[config.mk]
export PLATFORM = sky130hd
export DESIGN_NAME = eeprom_top
export DESIGN_NICKNAME = d
export VERILOG_FILES = /design/src/eeprom_pkg.sv /design/src/eeprom_ctrl.sv /design/src/eeprom_top.sv /design/src/i2c_bit_engine.sv /design/src/wb_eeprom_regs.sv
export SDC_FILE = /design/constraint.sdc
export NUM_CORES = 1
export LEC_CHECK = 0
export ABC_CLOCK_PERIOD_IN_PS = 3000
export BUFFER_PORTS_ARGS = -buffer_cell sky130_fd_sc_hd__clkbuf_2
export CAP_MARGIN = 20
export CORE_ASPECT_RATIO = 0.8
export CORE_UTILIZATION = 33
export DETAILED_ROUTE_END_ITERATION = 8
export SKIP_CTS_REPAIR_TIMING = 1
export SLEW_MARGIN = 5
export SYNTH_ARGS = -nofsm -noshare
export SYNTH_HDL_FRONTEND = slang
export SYNTH_SLANG_ARGS = --single-unit
[constraint.sdc]
create_clock -name CLK -period 3 [get_ports CLK]
set_input_delay 0.3 -clock CLK [delete_from_list [all_inputs] [get_ports CLK]]
set_output_delay 0.3 -clock CLK [all_outputs]
set_load 0.02 [all_outputs]
[src/eeprom_pkg.sv]
package eeprom_pkg;

    localparam int MEM_ADDR_W = 11;    // 2 KB array
    localparam int WB_ADDR_W  = 2;
    localparam int WB_DATA_W  = 32;

    // device type code in the upper nibble of the control byte
    localparam logic [3:0] DEV_CODE = 4'b1010;

    // scl runs at CLK / PHASES_PER_BIT
    localparam int PHASES_PER_BIT = 4;
    localparam int PHASE_W        = $clog2(PHASES_PER_BIT);
    localparam logic [PHASE_W-1:0] SAMPLE_PHASE = PHASE_W'(PHASES_PER_BIT - 2);
    localparam logic [PHASE_W-1:0] LAST_PHASE   = PHASE_W'(PHASES_PER_BIT - 1);
    localparam int BIT_CNT_W = 4;
    localparam logic [BIT_CNT_W-1:0] ACK_BIT = 4'd8;    // ninth bit of a byte

    // wishbone register map
    localparam logic [WB_ADDR_W-1:0] REG_ADDR = 2'd0;
    localparam logic [WB_ADDR_W-1:0] REG_DATA = 2'd1;
    localparam logic [WB_ADDR_W-1:0] REG_CMD  = 2'd2;

    typedef enum logic {OP_WRITE, OP_READ} eeprom_op_t;

    typedef enum logic [1:0] {BIT_START, BIT_STOP, BIT_WRITE, BIT_READ} bit_op_t;

    typedef enum logic [3:0] {
        ST_IDLE, ST_WRITE_START, ST_CTRL_WRITE, ST_ADDR_WRITE, ST_DATA_WRITE,
        ST_READ_START, ST_CTRL_READ, ST_DATA_READ, ST_STOP, ST_DONE
    } ctrl_state_t;

    typedef struct packed {
        eeprom_op_t            op;
        logic [MEM_ADDR_W-1:0] addr;
        logic [7:0]            wdata;
    } eeprom_req_t;

    typedef struct packed {
        logic [7:0] rdata;
        logic       nack;
    } eeprom_rsp_t;

    // last set means answer the read byte with a no-acknowledge
    typedef struct packed {
        bit_op_t    op;
        logic [7:0] tx;
        logic       last;
    } bit_cmd_t;

    typedef struct packed {
        logic [7:0] rx;
        logic       ack_error;
    } bit_rsp_t;

endpackage

[src/eeprom_ctrl.sv]
module eeprom_ctrl
    import eeprom_pkg::*;
(
    input  logic        CLK,
    input  logic        RESET,
    input  logic        req_valid,
    input  eeprom_req_t req,
    input  logic        cmd_done,
    input  bit_rsp_t    bit_rsp,
    output logic        rsp_valid,
    output eeprom_rsp_t rsp,
    output logic        cmd_valid,
    output bit_cmd_t    cmd
);

    ctrl_state_t state;
    eeprom_req_t req_q;
    logic [7:0]  rdata_q;
    logic        nack_q;
    logic [7:0]  ctrl_byte_w;
    logic [7:0]  ctrl_byte_r;
    logic        byte_nacked;

    function automatic bit_cmd_t mk_cmd(bit_op_t op, logic [7:0] tx, logic last);
        bit_cmd_t c;
        c.op   = op;
        c.tx   = tx;
        c.last = last;
        return c;
    endfunction

    // block bits 10..8 travel in the control byte
    assign ctrl_byte_w = {DEV_CODE, req_q.addr[MEM_ADDR_W-1:8], 1'b0};
    assign ctrl_byte_r = {DEV_CODE, req_q.addr[MEM_ADDR_W-1:8], 1'b1};

    assign byte_nacked = cmd_done && bit_rsp.ack_error &&
                         (state inside {ST_CTRL_WRITE, ST_ADDR_WRITE, ST_DATA_WRITE,
                                        ST_CTRL_READ});

    always_ff @(posedge CLK)
    begin
        if (RESET)
        begin
            state     <= ST_IDLE;
            cmd_valid <= 1'b0;
            nack_q    <= 1'b0;
        end
        else
        begin
            cmd_valid <= 1'b0;
            if (byte_nacked)
            begin
                nack_q    <= 1'b1;
                cmd_valid <= 1'b1;
                cmd       <= mk_cmd(BIT_STOP, 8'h00, 1'b0);
                state     <= ST_STOP;
            end
            else
            begin
                case (state)
                    ST_IDLE:
                        if (req_valid)
                        begin
                            req_q     <= req;
                            nack_q    <= 1'b0;
                            cmd_valid <= 1'b1;
                            cmd       <= mk_cmd(BIT_START, 8'h00, 1'b0);
                            state     <= ST_WRITE_START;
                        end
                    ST_WRITE_START:
                        if (cmd_done)
                        begin
                            cmd_valid <= 1'b1;
                            cmd       <= mk_cmd(BIT_WRITE, ctrl_byte_w, 1'b0);
                            state     <= ST_CTRL_WRITE;
                        end
                    ST_CTRL_WRITE:
                        if (cmd_done)
                        begin
                            cmd_valid <= 1'b1;
                            cmd       <= mk_cmd(BIT_WRITE, req_q.addr[7:0], 1'b0);
                            state     <= ST_ADDR_WRITE;
                        end
                    ST_ADDR_WRITE:
                        if (cmd_done)
                        begin
                            cmd_valid <= 1'b1;
                            if (req_q.op == OP_WRITE)
                            begin
                                cmd   <= mk_cmd(BIT_WRITE, req_q.wdata, 1'b0);
                                state <= ST_DATA_WRITE;
                            end
                            else
                            begin
                                cmd   <= mk_cmd(BIT_START, 8'h00, 1'b0);    // repeated start
                                state <= ST_READ_START;
                            end
                        end
                    ST_READ_START:
                        if (cmd_done)
                        begin
                            cmd_valid <= 1'b1;
                            cmd       <= mk_cmd(BIT_WRITE, ctrl_byte_r, 1'b0);
                            state     <= ST_CTRL_READ;
                        end
                    ST_CTRL_READ:
                        if (cmd_done)
                        begin
                            cmd_valid <= 1'b1;
                            cmd       <= mk_cmd(BIT_READ, 8'h00, 1'b1);    // single byte gets nack
                            state     <= ST_DATA_READ;
                        end
                    ST_DATA_WRITE, ST_DATA_READ:
                        if (cmd_done)
                        begin
                            if (state == ST_DATA_READ)
                                rdata_q <= bit_rsp.rx;
                            cmd_valid <= 1'b1;
                            cmd       <= mk_cmd(BIT_STOP, 8'h00, 1'b0);
                            state     <= ST_STOP;
                        end
                    ST_STOP:
                        if (cmd_done)
                            state <= ST_DONE;
                    ST_DONE:
                        state <= ST_IDLE;
                    default:
                        state <= ST_IDLE;
                endcase
            end
        end
    end

    assign rsp_valid = (state == ST_DONE);
    assign rsp       = '{rdata: rdata_q, nack: nack_q};

    assert property (@(posedge CLK) disable iff (RESET)
        cmd_valid |-> !(state inside {ST_IDLE, ST_DONE}));

    // register block must hold off while a transfer runs
    assert property (@(posedge CLK) disable iff (RESET)
        req_valid |-> state == ST_IDLE);

endmodule

[src/eeprom_top.sv]
module eeprom_top
    import eeprom_pkg::*;
(
    input  logic                 CLK,
    input  logic                 RESET,
    input  logic [WB_ADDR_W-1:0] wb_adr,
    input  logic [WB_DATA_W-1:0] wb_dat_w,
    output logic [WB_DATA_W-1:0] wb_dat_r,
    input  logic                 wb_we,
    input  logic                 wb_stb,
    input  logic                 wb_cyc,
    output logic                 wb_ack,
    output logic                 scl,
    output logic                 sda_oe,    // high pulls sda low
    input  logic                 sda_in
);

    logic        req_valid;
    eeprom_req_t req;
    logic        rsp_valid;
    eeprom_rsp_t rsp;
    logic        cmd_valid;
    bit_cmd_t    cmd;
    logic        cmd_done;
    bit_rsp_t    bit_rsp;

    wb_eeprom_regs regs_i (
        .CLK       (CLK),
        .RESET     (RESET),
        .wb_adr    (wb_adr),
        .wb_dat_w  (wb_dat_w),
        .wb_we     (wb_we),
        .wb_stb    (wb_stb),
        .wb_cyc    (wb_cyc),
        .rsp_valid (rsp_valid),
        .rsp       (rsp),
        .wb_dat_r  (wb_dat_r),
        .wb_ack    (wb_ack),
        .req_valid (req_valid),
        .req       (req)
    );

    eeprom_ctrl ctrl_i (
        .CLK       (CLK),
        .RESET     (RESET),
        .req_valid (req_valid),
        .req       (req),
        .cmd_done  (cmd_done),
        .bit_rsp   (bit_rsp),
        .rsp_valid (rsp_valid),
        .rsp       (rsp),
        .cmd_valid (cmd_valid),
        .cmd       (cmd)
    );

    i2c_bit_engine engine_i (
        .CLK       (CLK),
        .RESET     (RESET),
        .cmd_valid (cmd_valid),
        .cmd       (cmd),
        .sda_in    (sda_in),
        .cmd_done  (cmd_done),
        .rsp       (bit_rsp),
        .scl       (scl),
        .sda_oe    (sda_oe)
    );

endmodule

[src/i2c_bit_engine.sv]
module i2c_bit_engine
    import eeprom_pkg::*;
(
    input  logic     CLK,
    input  logic     RESET,
    input  logic     cmd_valid,
    input  bit_cmd_t cmd,
    input  logic     sda_in,
    output logic     cmd_done,
    output bit_rsp_t rsp,
    output logic     scl,
    output logic     sda_oe
);

    logic                 active;
    logic [PHASE_W-1:0]   phase;
    logic [BIT_CNT_W-1:0] bit_cnt;
    bit_op_t              op_q;
    logic [7:0]           tx_q;
    logic                 last_q;
    logic [7:0]           rx_q;
    logic                 ack_err_q;

    logic [PHASE_W-1:0]   next_phase;
    logic [BIT_CNT_W-1:0] next_bit;
    logic [BIT_CNT_W-1:0] final_bit;
    logic [1:0]           next_level;

    // {scl, sda_oe} for one phase of one bit
    function automatic logic [1:0] bus_level(
        bit_op_t              op,
        logic [BIT_CNT_W-1:0] bit_idx,
        logic [PHASE_W-1:0]   ph,
        logic [7:0]           tx,
        logic                 last
    );
        logic scl_l;
        logic oe_l;
        scl_l = (ph != '0) && (ph != LAST_PHASE);
        oe_l  = 1'b0;
        case (op)
            BIT_START:
                oe_l = (ph >= SAMPLE_PHASE);    // sda falls under high scl
            BIT_STOP:
            begin
                scl_l = (ph != '0);
                oe_l  = (ph < SAMPLE_PHASE);    // sda released under high scl
            end
            BIT_WRITE:
                oe_l = (bit_idx < ACK_BIT) ? !tx[3'd7 - bit_idx[2:0]] : 1'b0;
            BIT_READ:
                oe_l = (bit_idx == ACK_BIT) ? !last : 1'b0;
            default:
                oe_l = 1'b0;
        endcase
        return {scl_l, oe_l};
    endfunction

    always_comb
    begin
        next_phase = phase + 1'b1;
        next_bit   = (phase == LAST_PHASE) ? bit_cnt + 1'b1 : bit_cnt;
        final_bit  = (op_q == BIT_WRITE || op_q == BIT_READ) ? ACK_BIT : '0;
        next_level = bus_level(op_q, next_bit, next_phase, tx_q, last_q);
    end

    always_ff @(posedge CLK)
    begin
        if (RESET)
        begin
            active   <= 1'b0;
            phase    <= '0;
            bit_cnt  <= '0;
            scl      <= 1'b1;
            sda_oe   <= 1'b0;
            cmd_done <= 1'b0;
        end
        else
        begin
            cmd_done <= 1'b0;
            if (!active)
            begin
                if (cmd_valid)
                begin
                    active        <= 1'b1;
                    phase         <= '0;
                    bit_cnt       <= '0;
                    {scl, sda_oe} <= bus_level(cmd.op, '0, '0, cmd.tx, cmd.last);
                end
            end
            else if (phase == LAST_PHASE && bit_cnt == final_bit)
            begin
                active <= 1'b0;    // lines hold their level until next command
            end
            else
            begin
                phase         <= next_phase;
                bit_cnt       <= next_bit;
                {scl, sda_oe} <= next_level;
                if (phase == SAMPLE_PHASE && bit_cnt == final_bit)
                    cmd_done <= 1'b1;
            end
        end
    end

    // command payload and sampled data
    always_ff @(posedge CLK)
    begin
        if (!active && cmd_valid)
        begin
            op_q      <= cmd.op;
            tx_q      <= cmd.tx;
            last_q    <= cmd.last;
            ack_err_q <= 1'b0;
        end
        else if (active && phase == SAMPLE_PHASE)
        begin
            if (op_q == BIT_READ && bit_cnt < ACK_BIT)
                rx_q <= {rx_q[6:0], sda_in};    // msb first
            if (op_q == BIT_WRITE && bit_cnt == ACK_BIT)
                ack_err_q <= sda_in;    // high means no acknowledge
        end
    end

    assign rsp = '{rx: rx_q, ack_error: ack_err_q};

    // data moves only while scl stays low except in start and stop
    assert property (@(posedge CLK) disable iff (RESET)
        $changed(sda_oe) && !(op_q inside {BIT_START, BIT_STOP}) |-> !scl && !$past(scl));

endmodule

[src/wb_eeprom_regs.sv]
module wb_eeprom_regs
    import eeprom_pkg::*;
(
    input  logic                 CLK,
    input  logic                 RESET,
    input  logic [WB_ADDR_W-1:0] wb_adr,
    input  logic [WB_DATA_W-1:0] wb_dat_w,
    input  logic                 wb_we,
    input  logic                 wb_stb,
    input  logic                 wb_cyc,
    input  logic                 rsp_valid,
    input  eeprom_rsp_t          rsp,
    output logic [WB_DATA_W-1:0] wb_dat_r,
    output logic                 wb_ack,
    output logic                 req_valid,
    output eeprom_req_t          req
);

    logic [MEM_ADDR_W-1:0] addr_q;
    logic [7:0]            data_q;    // wdata going out, read byte coming back
    logic                  busy;
    logic                  nack;
    logic                  wr_stb;
    logic                  cmd_go;

    assign wr_stb = wb_cyc && wb_stb && wb_we && !wb_ack;
    assign cmd_go = wr_stb && (wb_adr == REG_CMD) && !busy && (wb_dat_w[0] || wb_dat_w[1]);

    always_ff @(posedge CLK)
    begin
        if (RESET)
        begin
            wb_ack    <= 1'b0;
            req_valid <= 1'b0;
            busy      <= 1'b0;
            nack      <= 1'b0;
        end
        else
        begin
            wb_ack    <= wb_cyc && wb_stb && !wb_ack;    // one cycle per access
            req_valid <= 1'b0;
            if (rsp_valid)
            begin
                busy <= 1'b0;
                nack <= rsp.nack;
            end
            if (cmd_go)
            begin
                req_valid <= 1'b1;
                busy      <= 1'b1;
                nack      <= 1'b0;
            end
        end
    end

    always_ff @(posedge CLK)
    begin
        if (wr_stb && wb_adr == REG_ADDR)
            addr_q <= wb_dat_w[MEM_ADDR_W-1:0];
        if (wr_stb && wb_adr == REG_DATA)
            data_q <= wb_dat_w[7:0];
        else if (rsp_valid && req.op == OP_READ)
            data_q <= rsp.rdata;
        if (cmd_go)
        begin
            req.op    <= wb_dat_w[0] ? OP_WRITE : OP_READ;    // write wins
            req.addr  <= addr_q;
            req.wdata <= data_q;
        end
    end

    always_comb
    begin
        case (wb_adr)
            REG_ADDR: wb_dat_r = WB_DATA_W'(addr_q);
            REG_DATA: wb_dat_r = WB_DATA_W'(data_q);
            REG_CMD:  wb_dat_r = WB_DATA_W'({nack, busy});
            default:  wb_dat_r = '0;
        endcase
    end

    assert property (@(posedge CLK) disable iff (RESET)
        wb_ack |-> wb_stb && wb_cyc);

endmodule
==> flow_summary.ini, run 1 <==
[global_routing]
grt_overflow_total = 0
met1_usage_pct = 14.9
busiest_layer = met2
antenna_found_initial = 0
globalRouteMet2Util_pct = 16.3
grt_pass1_wl_mm = 13.5
grt_use_total_pct = 11.2
grt_max_degree = 22
grt_pass1_vias = 2705
use_met3_pct = 3.63

[power_and_ir_drop]
vdd_drop_max_v = 0.000480
power.density_mw_per_mm2 = 653
power_leakage_nw = 2.06
power_mw = 3.83

[yosys]
synthFlopType = edfxtp_1
synthCells = 378
synth_top_cell_by_area = edfxtp_1
synth_area_leaders = edfxtp_1 (58%), dfxtp_1 (8.4%), mux2i_1 (3.4%)
synth_cell_types = 53
yosysSeqAreaShare_pct = 66.2
post-synth-top-count-cell = edfxtp_1
avgSynthCellArea_um2 = 13.3
synth_area_mm2 = 0.00503
synth_edf_count = 97
synthDominantCellAreaShare_pct = 57.9
synth_warnings = 0
synth-seq-cells = 118
ys_async_sr_fraction_pct = 0
ys_top_cells_by_count = edfxtp_1 (97), nor2_1 (38), buf_4 (22)

[critical_path]
max_stage_delay_ns = 0.56
critPathTopFamily = flip-flops
cp_cell_sequence = inv_1, ha_1, mux2_4, a221oi_1, a21oi_1, or4_1, a31oi_1
cp_data_required_time_ns = 3.33
crit_path_top_delay_cell = dfxtp_1
cp.arrival_ns = 2.84
cp-start-kind = register
end_kind = register
path_class = register to register
path_buf_inv = 1
crit_path_max_fanout = 12

[sta]
clock.fmax_ghz = 0.399
setup_tns_ns = 0
rsz0062_at_grt = false
worstMarginPinSlew_ns = 0.801
max_slew_margin_pct = 46.4
skew_ns = 0.0122
period_share_pct = 83.5
setup_slack_ns = 0.496
finalHoldWorstSlack_ns = 0.0715
finalMaxSlewViolations = 0
hold_violations = 0
layout_min_cycle_time_ns = 2.50
finalSetupViolCount = 0

[die]
start_util_pct = 34.5
io_pins = 75
die_height_um = 112
coreArea_mm2 = 0.0146
num_rows = 39
die_w_um = 140
dieArea_mm2 = 0.0158

[place]
place_ws_ns = 0.554
io_buffers = 32
place.gp.congestion = 0.821
post-dp-hpwl_mm = 5.83

[cts]
clk_latency_ns = 0.40
cts_sinks = 118
ctsLongestPathBuffers = 2
h-tree-depth = 4
tritoncts = built
cts.clk_slew.worst_paths_ns = 0.06
cts_buffers = 17
cts-root-buf = clkbuf_16

[hold_path]
worstHoldPathType = input pin to register

[finish]
final_core_util_pct = 40.3
nets = 462
synthToLayoutAreaGrowth_pct = 16.7
num-fill-cells = 1327
drive_above_1_share_pct = 20.5
diodes = 0

[routing]
wire_per_inst_um = 13.5
drc = 0
vias_per_cell = 4.80
drt_first_pass_iters = 4
drt_iter0_markers = 142
wirelength_mm = 8.28
dr_total_vias = 2942
ant_nets = 0

[flow_run]
max-cap-violations = 0

[status]
status = finished clean
## routing by layer
layer	vias to the layer above	share of wire, %
met5	-	0
met4	0	1.7
met3	15	6.7
met2	87	44
met1	1398	47
li1	1442	-
## report_power, final
| group | switching (mW) | internal [mW] |
|---|---|---|
| clock | 0.728 | 1.25 |
| combinational | 0.0656 | 0.0240 |
| sequential | 0.00346 | 1.76 |
| total | 0.797 | 3.04 |
## through the flow
step                instances  instance area (um^2)
floorplan                 398                  5110
global placement          581                  5280
detailed placement        581                  5280
CTS                       613                  5870
global route              613                  5870
finish                    613                  5870
## placed cells by master (no fill, tap or decap), types with 8 or more instances in the layout
master,instances
nor2b_1,8
conb_1,21
mux2i_1,17
mux2_2,8
edfxtp_1,97
clkbuf_2,32
nor2_1,38
nand2_1,19
nand2b_1,8
a21oi_1,12
inv_1,13
dfxtp_1,21
clkbuf_16,17
nor3_1,15
## final timing paths
check / start / endpoint / slack (ns) / cells past startpoint
worst min-delay path: wb_dat_w[10] / regs_i.addr_q[10] / 0.07 / 1
worst min register to register: ctrl_i.cmd[6] / engine_i.tx_q[5] / 0.41 / 0
worst max-delay path: engine_i.bit_cnt[0] / engine_i.sda_oe / 0.50 / 7
worst max register to register: engine_i.bit_cnt[0] / engine_i.sda_oe / 0.50 / 7
## worst register-to-register path, delay by kind of cell (launching register included)
kind / cells / cell delay [ns]
buf+inv: 1 / 0.18
simple gates: 1 / 0.40
mux: 1 / 0.32
flops: 1 / 0.56
fa+ha+maj: 1 / 0.47
compound gates: 3 / 0.51
## cell families after synthesis
group	share of synthesized area, %
DFF	66.2
and+or+nand+nor	11.6
AOI/OAI and AO/OA	7.98
buffers and inverters	6.14
muxes	5.47
adders and majority gates	1.49
xor gates and xnor gates	1.04
other	0.0745
## registers in the layout, summed over array words and instances (netlist names), 2 cells and up
name / cells
ctrl_i.cmd: 11
ctrl_i.ctrl_byte_r: 3
ctrl_i.rdata_q: 8
ctrl_i.req_q: 17
ctrl_i.state: 4
engine_i.bit_cnt: 4
engine_i.op_q: 2
engine_i.phase: 2
engine_i.rx_q: 8
engine_i.tx_q: 8
regs_i.addr_q: 11
regs_i.data_q: 8
regs_i.req: 20
## final cells by class
| type | count | area, um^2 | share of cell area [%] |
|---|---|---|---|
| repair buffers | 37 | 198 | 3.37 |
| clock inverters | 13 | 151 | 2.58 |
| flip-flops and latches | 118 | 3330 | 56.7 |
| inverters | 13 | 48.8 | 0.831 |
| well taps | 184 | 230 | 3.92 |
| multi-input cells | 229 | 1470 | 25.0 |
| clock buffers | 19 | 443 | 7.54 |
Power figures use the tool's default switching activity.
==> run 2: changes to the inputs <==
--- a/config.mk
+++ b/config.mk
@@ -5,7 +5,8 @@
 export SDC_FILE = /design/constraint.sdc
 export NUM_CORES = 1
 export LEC_CHECK = 0
-export ABC_CLOCK_PERIOD_IN_PS = 3000
+export ABC_AREA = 1
+export ABC_CLOCK_PERIOD_IN_PS = 2600
 export BUFFER_PORTS_ARGS = -buffer_cell sky130_fd_sc_hd__clkbuf_2
 export CAP_MARGIN = 20
 export CORE_ASPECT_RATIO = 0.8
==> constraint.sdc (replaced) <==
create_clock -name CLK -period 2.6 [get_ports CLK]
set_input_delay 0.26 -clock CLK [delete_from_list [all_inputs] [get_ports CLK]]
set_output_delay 0.26 -clock CLK [all_outputs]
set_load 0.02 [all_outputs]
==> run 2 against run 1 <==
Effect of this change:
- the flow now finishes with violations (DRC)
- final cell count is 8.6% higher
- largest power group unchanged
- synthesized cell count is 9.0% higher
- design area is 0.98% higher
- critical path depth is 2 higher
- combinational power grew to 12 times the previous value
==> flow_summary.ini, run 2 <==
[status]
status = complete, but fails checks
failed_checks = DRC

[power_and_ir_drop]
power_leakage_nw = 2.36
vdd_drop_max_v = 0.000469
power.density_mw_per_mm2 = 980

[critical_path]
crit_path_top_delay_cell = dfxtp_1
rr_worst_depth = 9
end_kind = register
critPathTopFamily = simple AND/OR/NAND/NOR gates
path_common_cell = inv_2
worstReg2RegStart = ctrl_i.state[3]
critPathLaunch = ctrl_i.state[3]
path_buf_inv = 4
cp.depth = 9
crit_path_max_fanout = 9
r2r-end = ctrl_i.rdata_q[4]
max_stage_delay_ns = 0.55
cp-start-kind = register
path_class = register to register
rrSetupSlack_ns = 0.56
crit_path_end = ctrl_i.rdata_q[4]
cp.arrival_ns = 2.16
cp_data_required_time_ns = 2.72
cp_cell_sequence = nor2_2, inv_2, o21ai_2, nand3_2, inv_2, nor2_2, inv_2, nor4_1, buf_4

[finish]
drive_above_1_share_pct = 23.2
largest-register = regs_i.req
regArea_mm2 = 0.00333
synthToLayoutAreaGrowth_pct = 19.5
reg_top3 = regs_i.req x20, ctrl_i.req_q x17
largest_reg_flops = 20
num-fill-cells = 1331
stdcell_area_mm2 = 0.00593
final_core_util_pct = 40.9
diodes = 0
fin_cells = 666
final_common_cell = edfxtp_1
final_cell_mix = edfxtp_1 (97), nand2_1 (65), inv_1 (49)
multi_input_area_mm2 = 0.00129
nets = 515

[die]
num_rows = 39
die_height_um = 112
coreArea_mm2 = 0.0145
die_w_um = 139
start_util_pct = 34.3
dieArea_mm2 = 0.0155
io_pins = 75

[global_routing]
grt_max_degree = 22
grt_overflow_total = 0
antenna_found_initial = 0
grt_use_total_pct = 11.9
grt_pass1_wl_mm = 14.1
grt_pass1_vias = 2862

[sta]
finalHoldWorstSlack_ns = 0.0280
max_slew_margin_pct = 49.1
worstMarginPinSlew_ns = 0.762
setup_tns_ns = 0
finalSetupViolCount = 0
period_share_pct = 78.5
finalMaxSlewViolations = 0
skew_ns = 0.0135
layout_min_cycle_time_ns = 2.04
clock.fmax_ghz = 0.490
hold_violations = 0
rsz0062_at_grt = false

[place]
post-dp-hpwl_mm = 5.96
dp_cells = 632
place.gp.congestion = 0.817
placement.cell_area_mm2 = 0.00530
io_buffers = 32

[routing]
dr_total_vias = 2962
drt_iter0_markers = 131
drc = 6
wire_per_inst_um = 12.6
drt_first_pass_iters = 7
vias_per_cell = 4.45
ant_nets = 0
wirelength_mm = 8.42

[yosys]
ys_top_cells_by_count = edfxtp_1 (97), nand2_1 (65), inv_1 (49)
synth_warnings = 0
avgSynthCellArea_um2 = 12.1
synthDominantCellAreaShare_pct = 58.7
synth_edf_count = 97
synth_area_leaders = edfxtp_1 (59%), dfxtp_1 (8.5%), nand2_1 (4.9%)
yosysSeqAreaShare_pct = 67.1
synth_cell_types = 41
synth_area_mm2 = 0.00496
synthFlopType = edfxtp_1
post-synth-top-count-cell = edfxtp_1
synth_top_cell_by_area = edfxtp_1
synth-seq-cells = 118
synthCells = 412
ys_async_sr_fraction_pct = 0

[cts]
cts_sinks = 118
h-tree-depth = 4
clk_latency_ns = 0.41
ctsLongestPathBuffers = 2
tritoncts = built
cts.clk_slew.worst_paths_ns = 0.06
cts_buffers = 17
cts-root-buf = clkbuf_16

[flow_run]
max-cap-violations = 0

[hold_path]
worstHoldPathType = input pin to register
## run 2: cell types whose count changed after synthesis, sizes merged, moves of 7 or more
cell	delta
nor3	-10
a22o	+7
nand2b	-8
nor2b	-8
o21ai	+10
nand2	+55
nand3	+20
mux2i	-17
inv	+44
clkbuf	-8
## run 2: report_power, final
group / switching, mW / internal, mW
sequential: 0.117 / 2.25
combinational: 0.695 / 0.349
clock: 0.942 / 1.46
## run 2: final cells by class
type | count | area share [%]
flip-flops and latches | 118 | 56.2
well taps | 184 | 3.88
clock inverters | 15 | 3.10
inverters | 58 | 3.67
clock buffers | 17 | 7.17
multi-input cells | 231 | 21.8
repair buffers | 43 | 4.18
## run 2: how the worst min path moves through the flow
stage,endpoint,slack (ns),start,cells after the start
final,regs_i.addr_q[10],0.03,wb_dat_w[10],1
after global routing,regs_i.addr_q[10],0.01,wb_dat_w[10],1
after CTS,regs_i.addr_q[8],0.01,wb_dat_w[8],1
after detailed placement,ctrl_i.ctrl_byte_r[3],0.40,regs_i.req[18],0
after global placement,engine_i.tx_q[6],0.41,ctrl_i.cmd[7],0
after floorplan,ctrl_i.state[3],0.34,RESET,1
## run 2: layer usage
layer / wire, um / up-vias / global-route usage (%)
li1: - / 1493 / -
met1: 4030 / 1357 / 15.6
met2: 3800 / 103 / 17.8
met3: 513 / 9 / 4.60
met4: 80 / 0 / 4.81
met5: 0 / - / 0
## run 2: cells by family (layout without fill, tap and decap cells)
logic type / count (synthesis) / after routing / share of synthesized area, %
buffers and inverters: 83 / 133 / 8.32
other: 1 / 21 / 0.0755
adder cells (fa/ha/maj): 6 / 6 / 1.51
AO/OA/AOI/OAI: 47 / 47 / 6.38
flip-flops: 118 / 118 / 67.1
XOR/XNOR: 3 / 3 / 0.529
multiplexers: 7 / 7 / 1.59
AND/OR/NAND/NOR: 147 / 147 / 14.5
## run 2: worst reg2reg max path, delay by kind of cell, from the launching register on
family | cells | cell delay (ns)
AND/OR/NAND/NOR | 4 | 0.66
flip-flops | 1 | 0.55
buffers and inverters | 4 | 0.47
AO/OA/AOI/OAI | 1 | 0.06
## run 2: per-stage QoR
step / worst slack [ns] / power [mW]
after floorplan: 0.395 / 3.25
after global placement: 0.589 / 3.44
after detailed placement: 0.562 / 3.45
after CTS: 0.547 / 5.86
after global routing: 0.405 / 6.12
final: 0.559 / 5.82
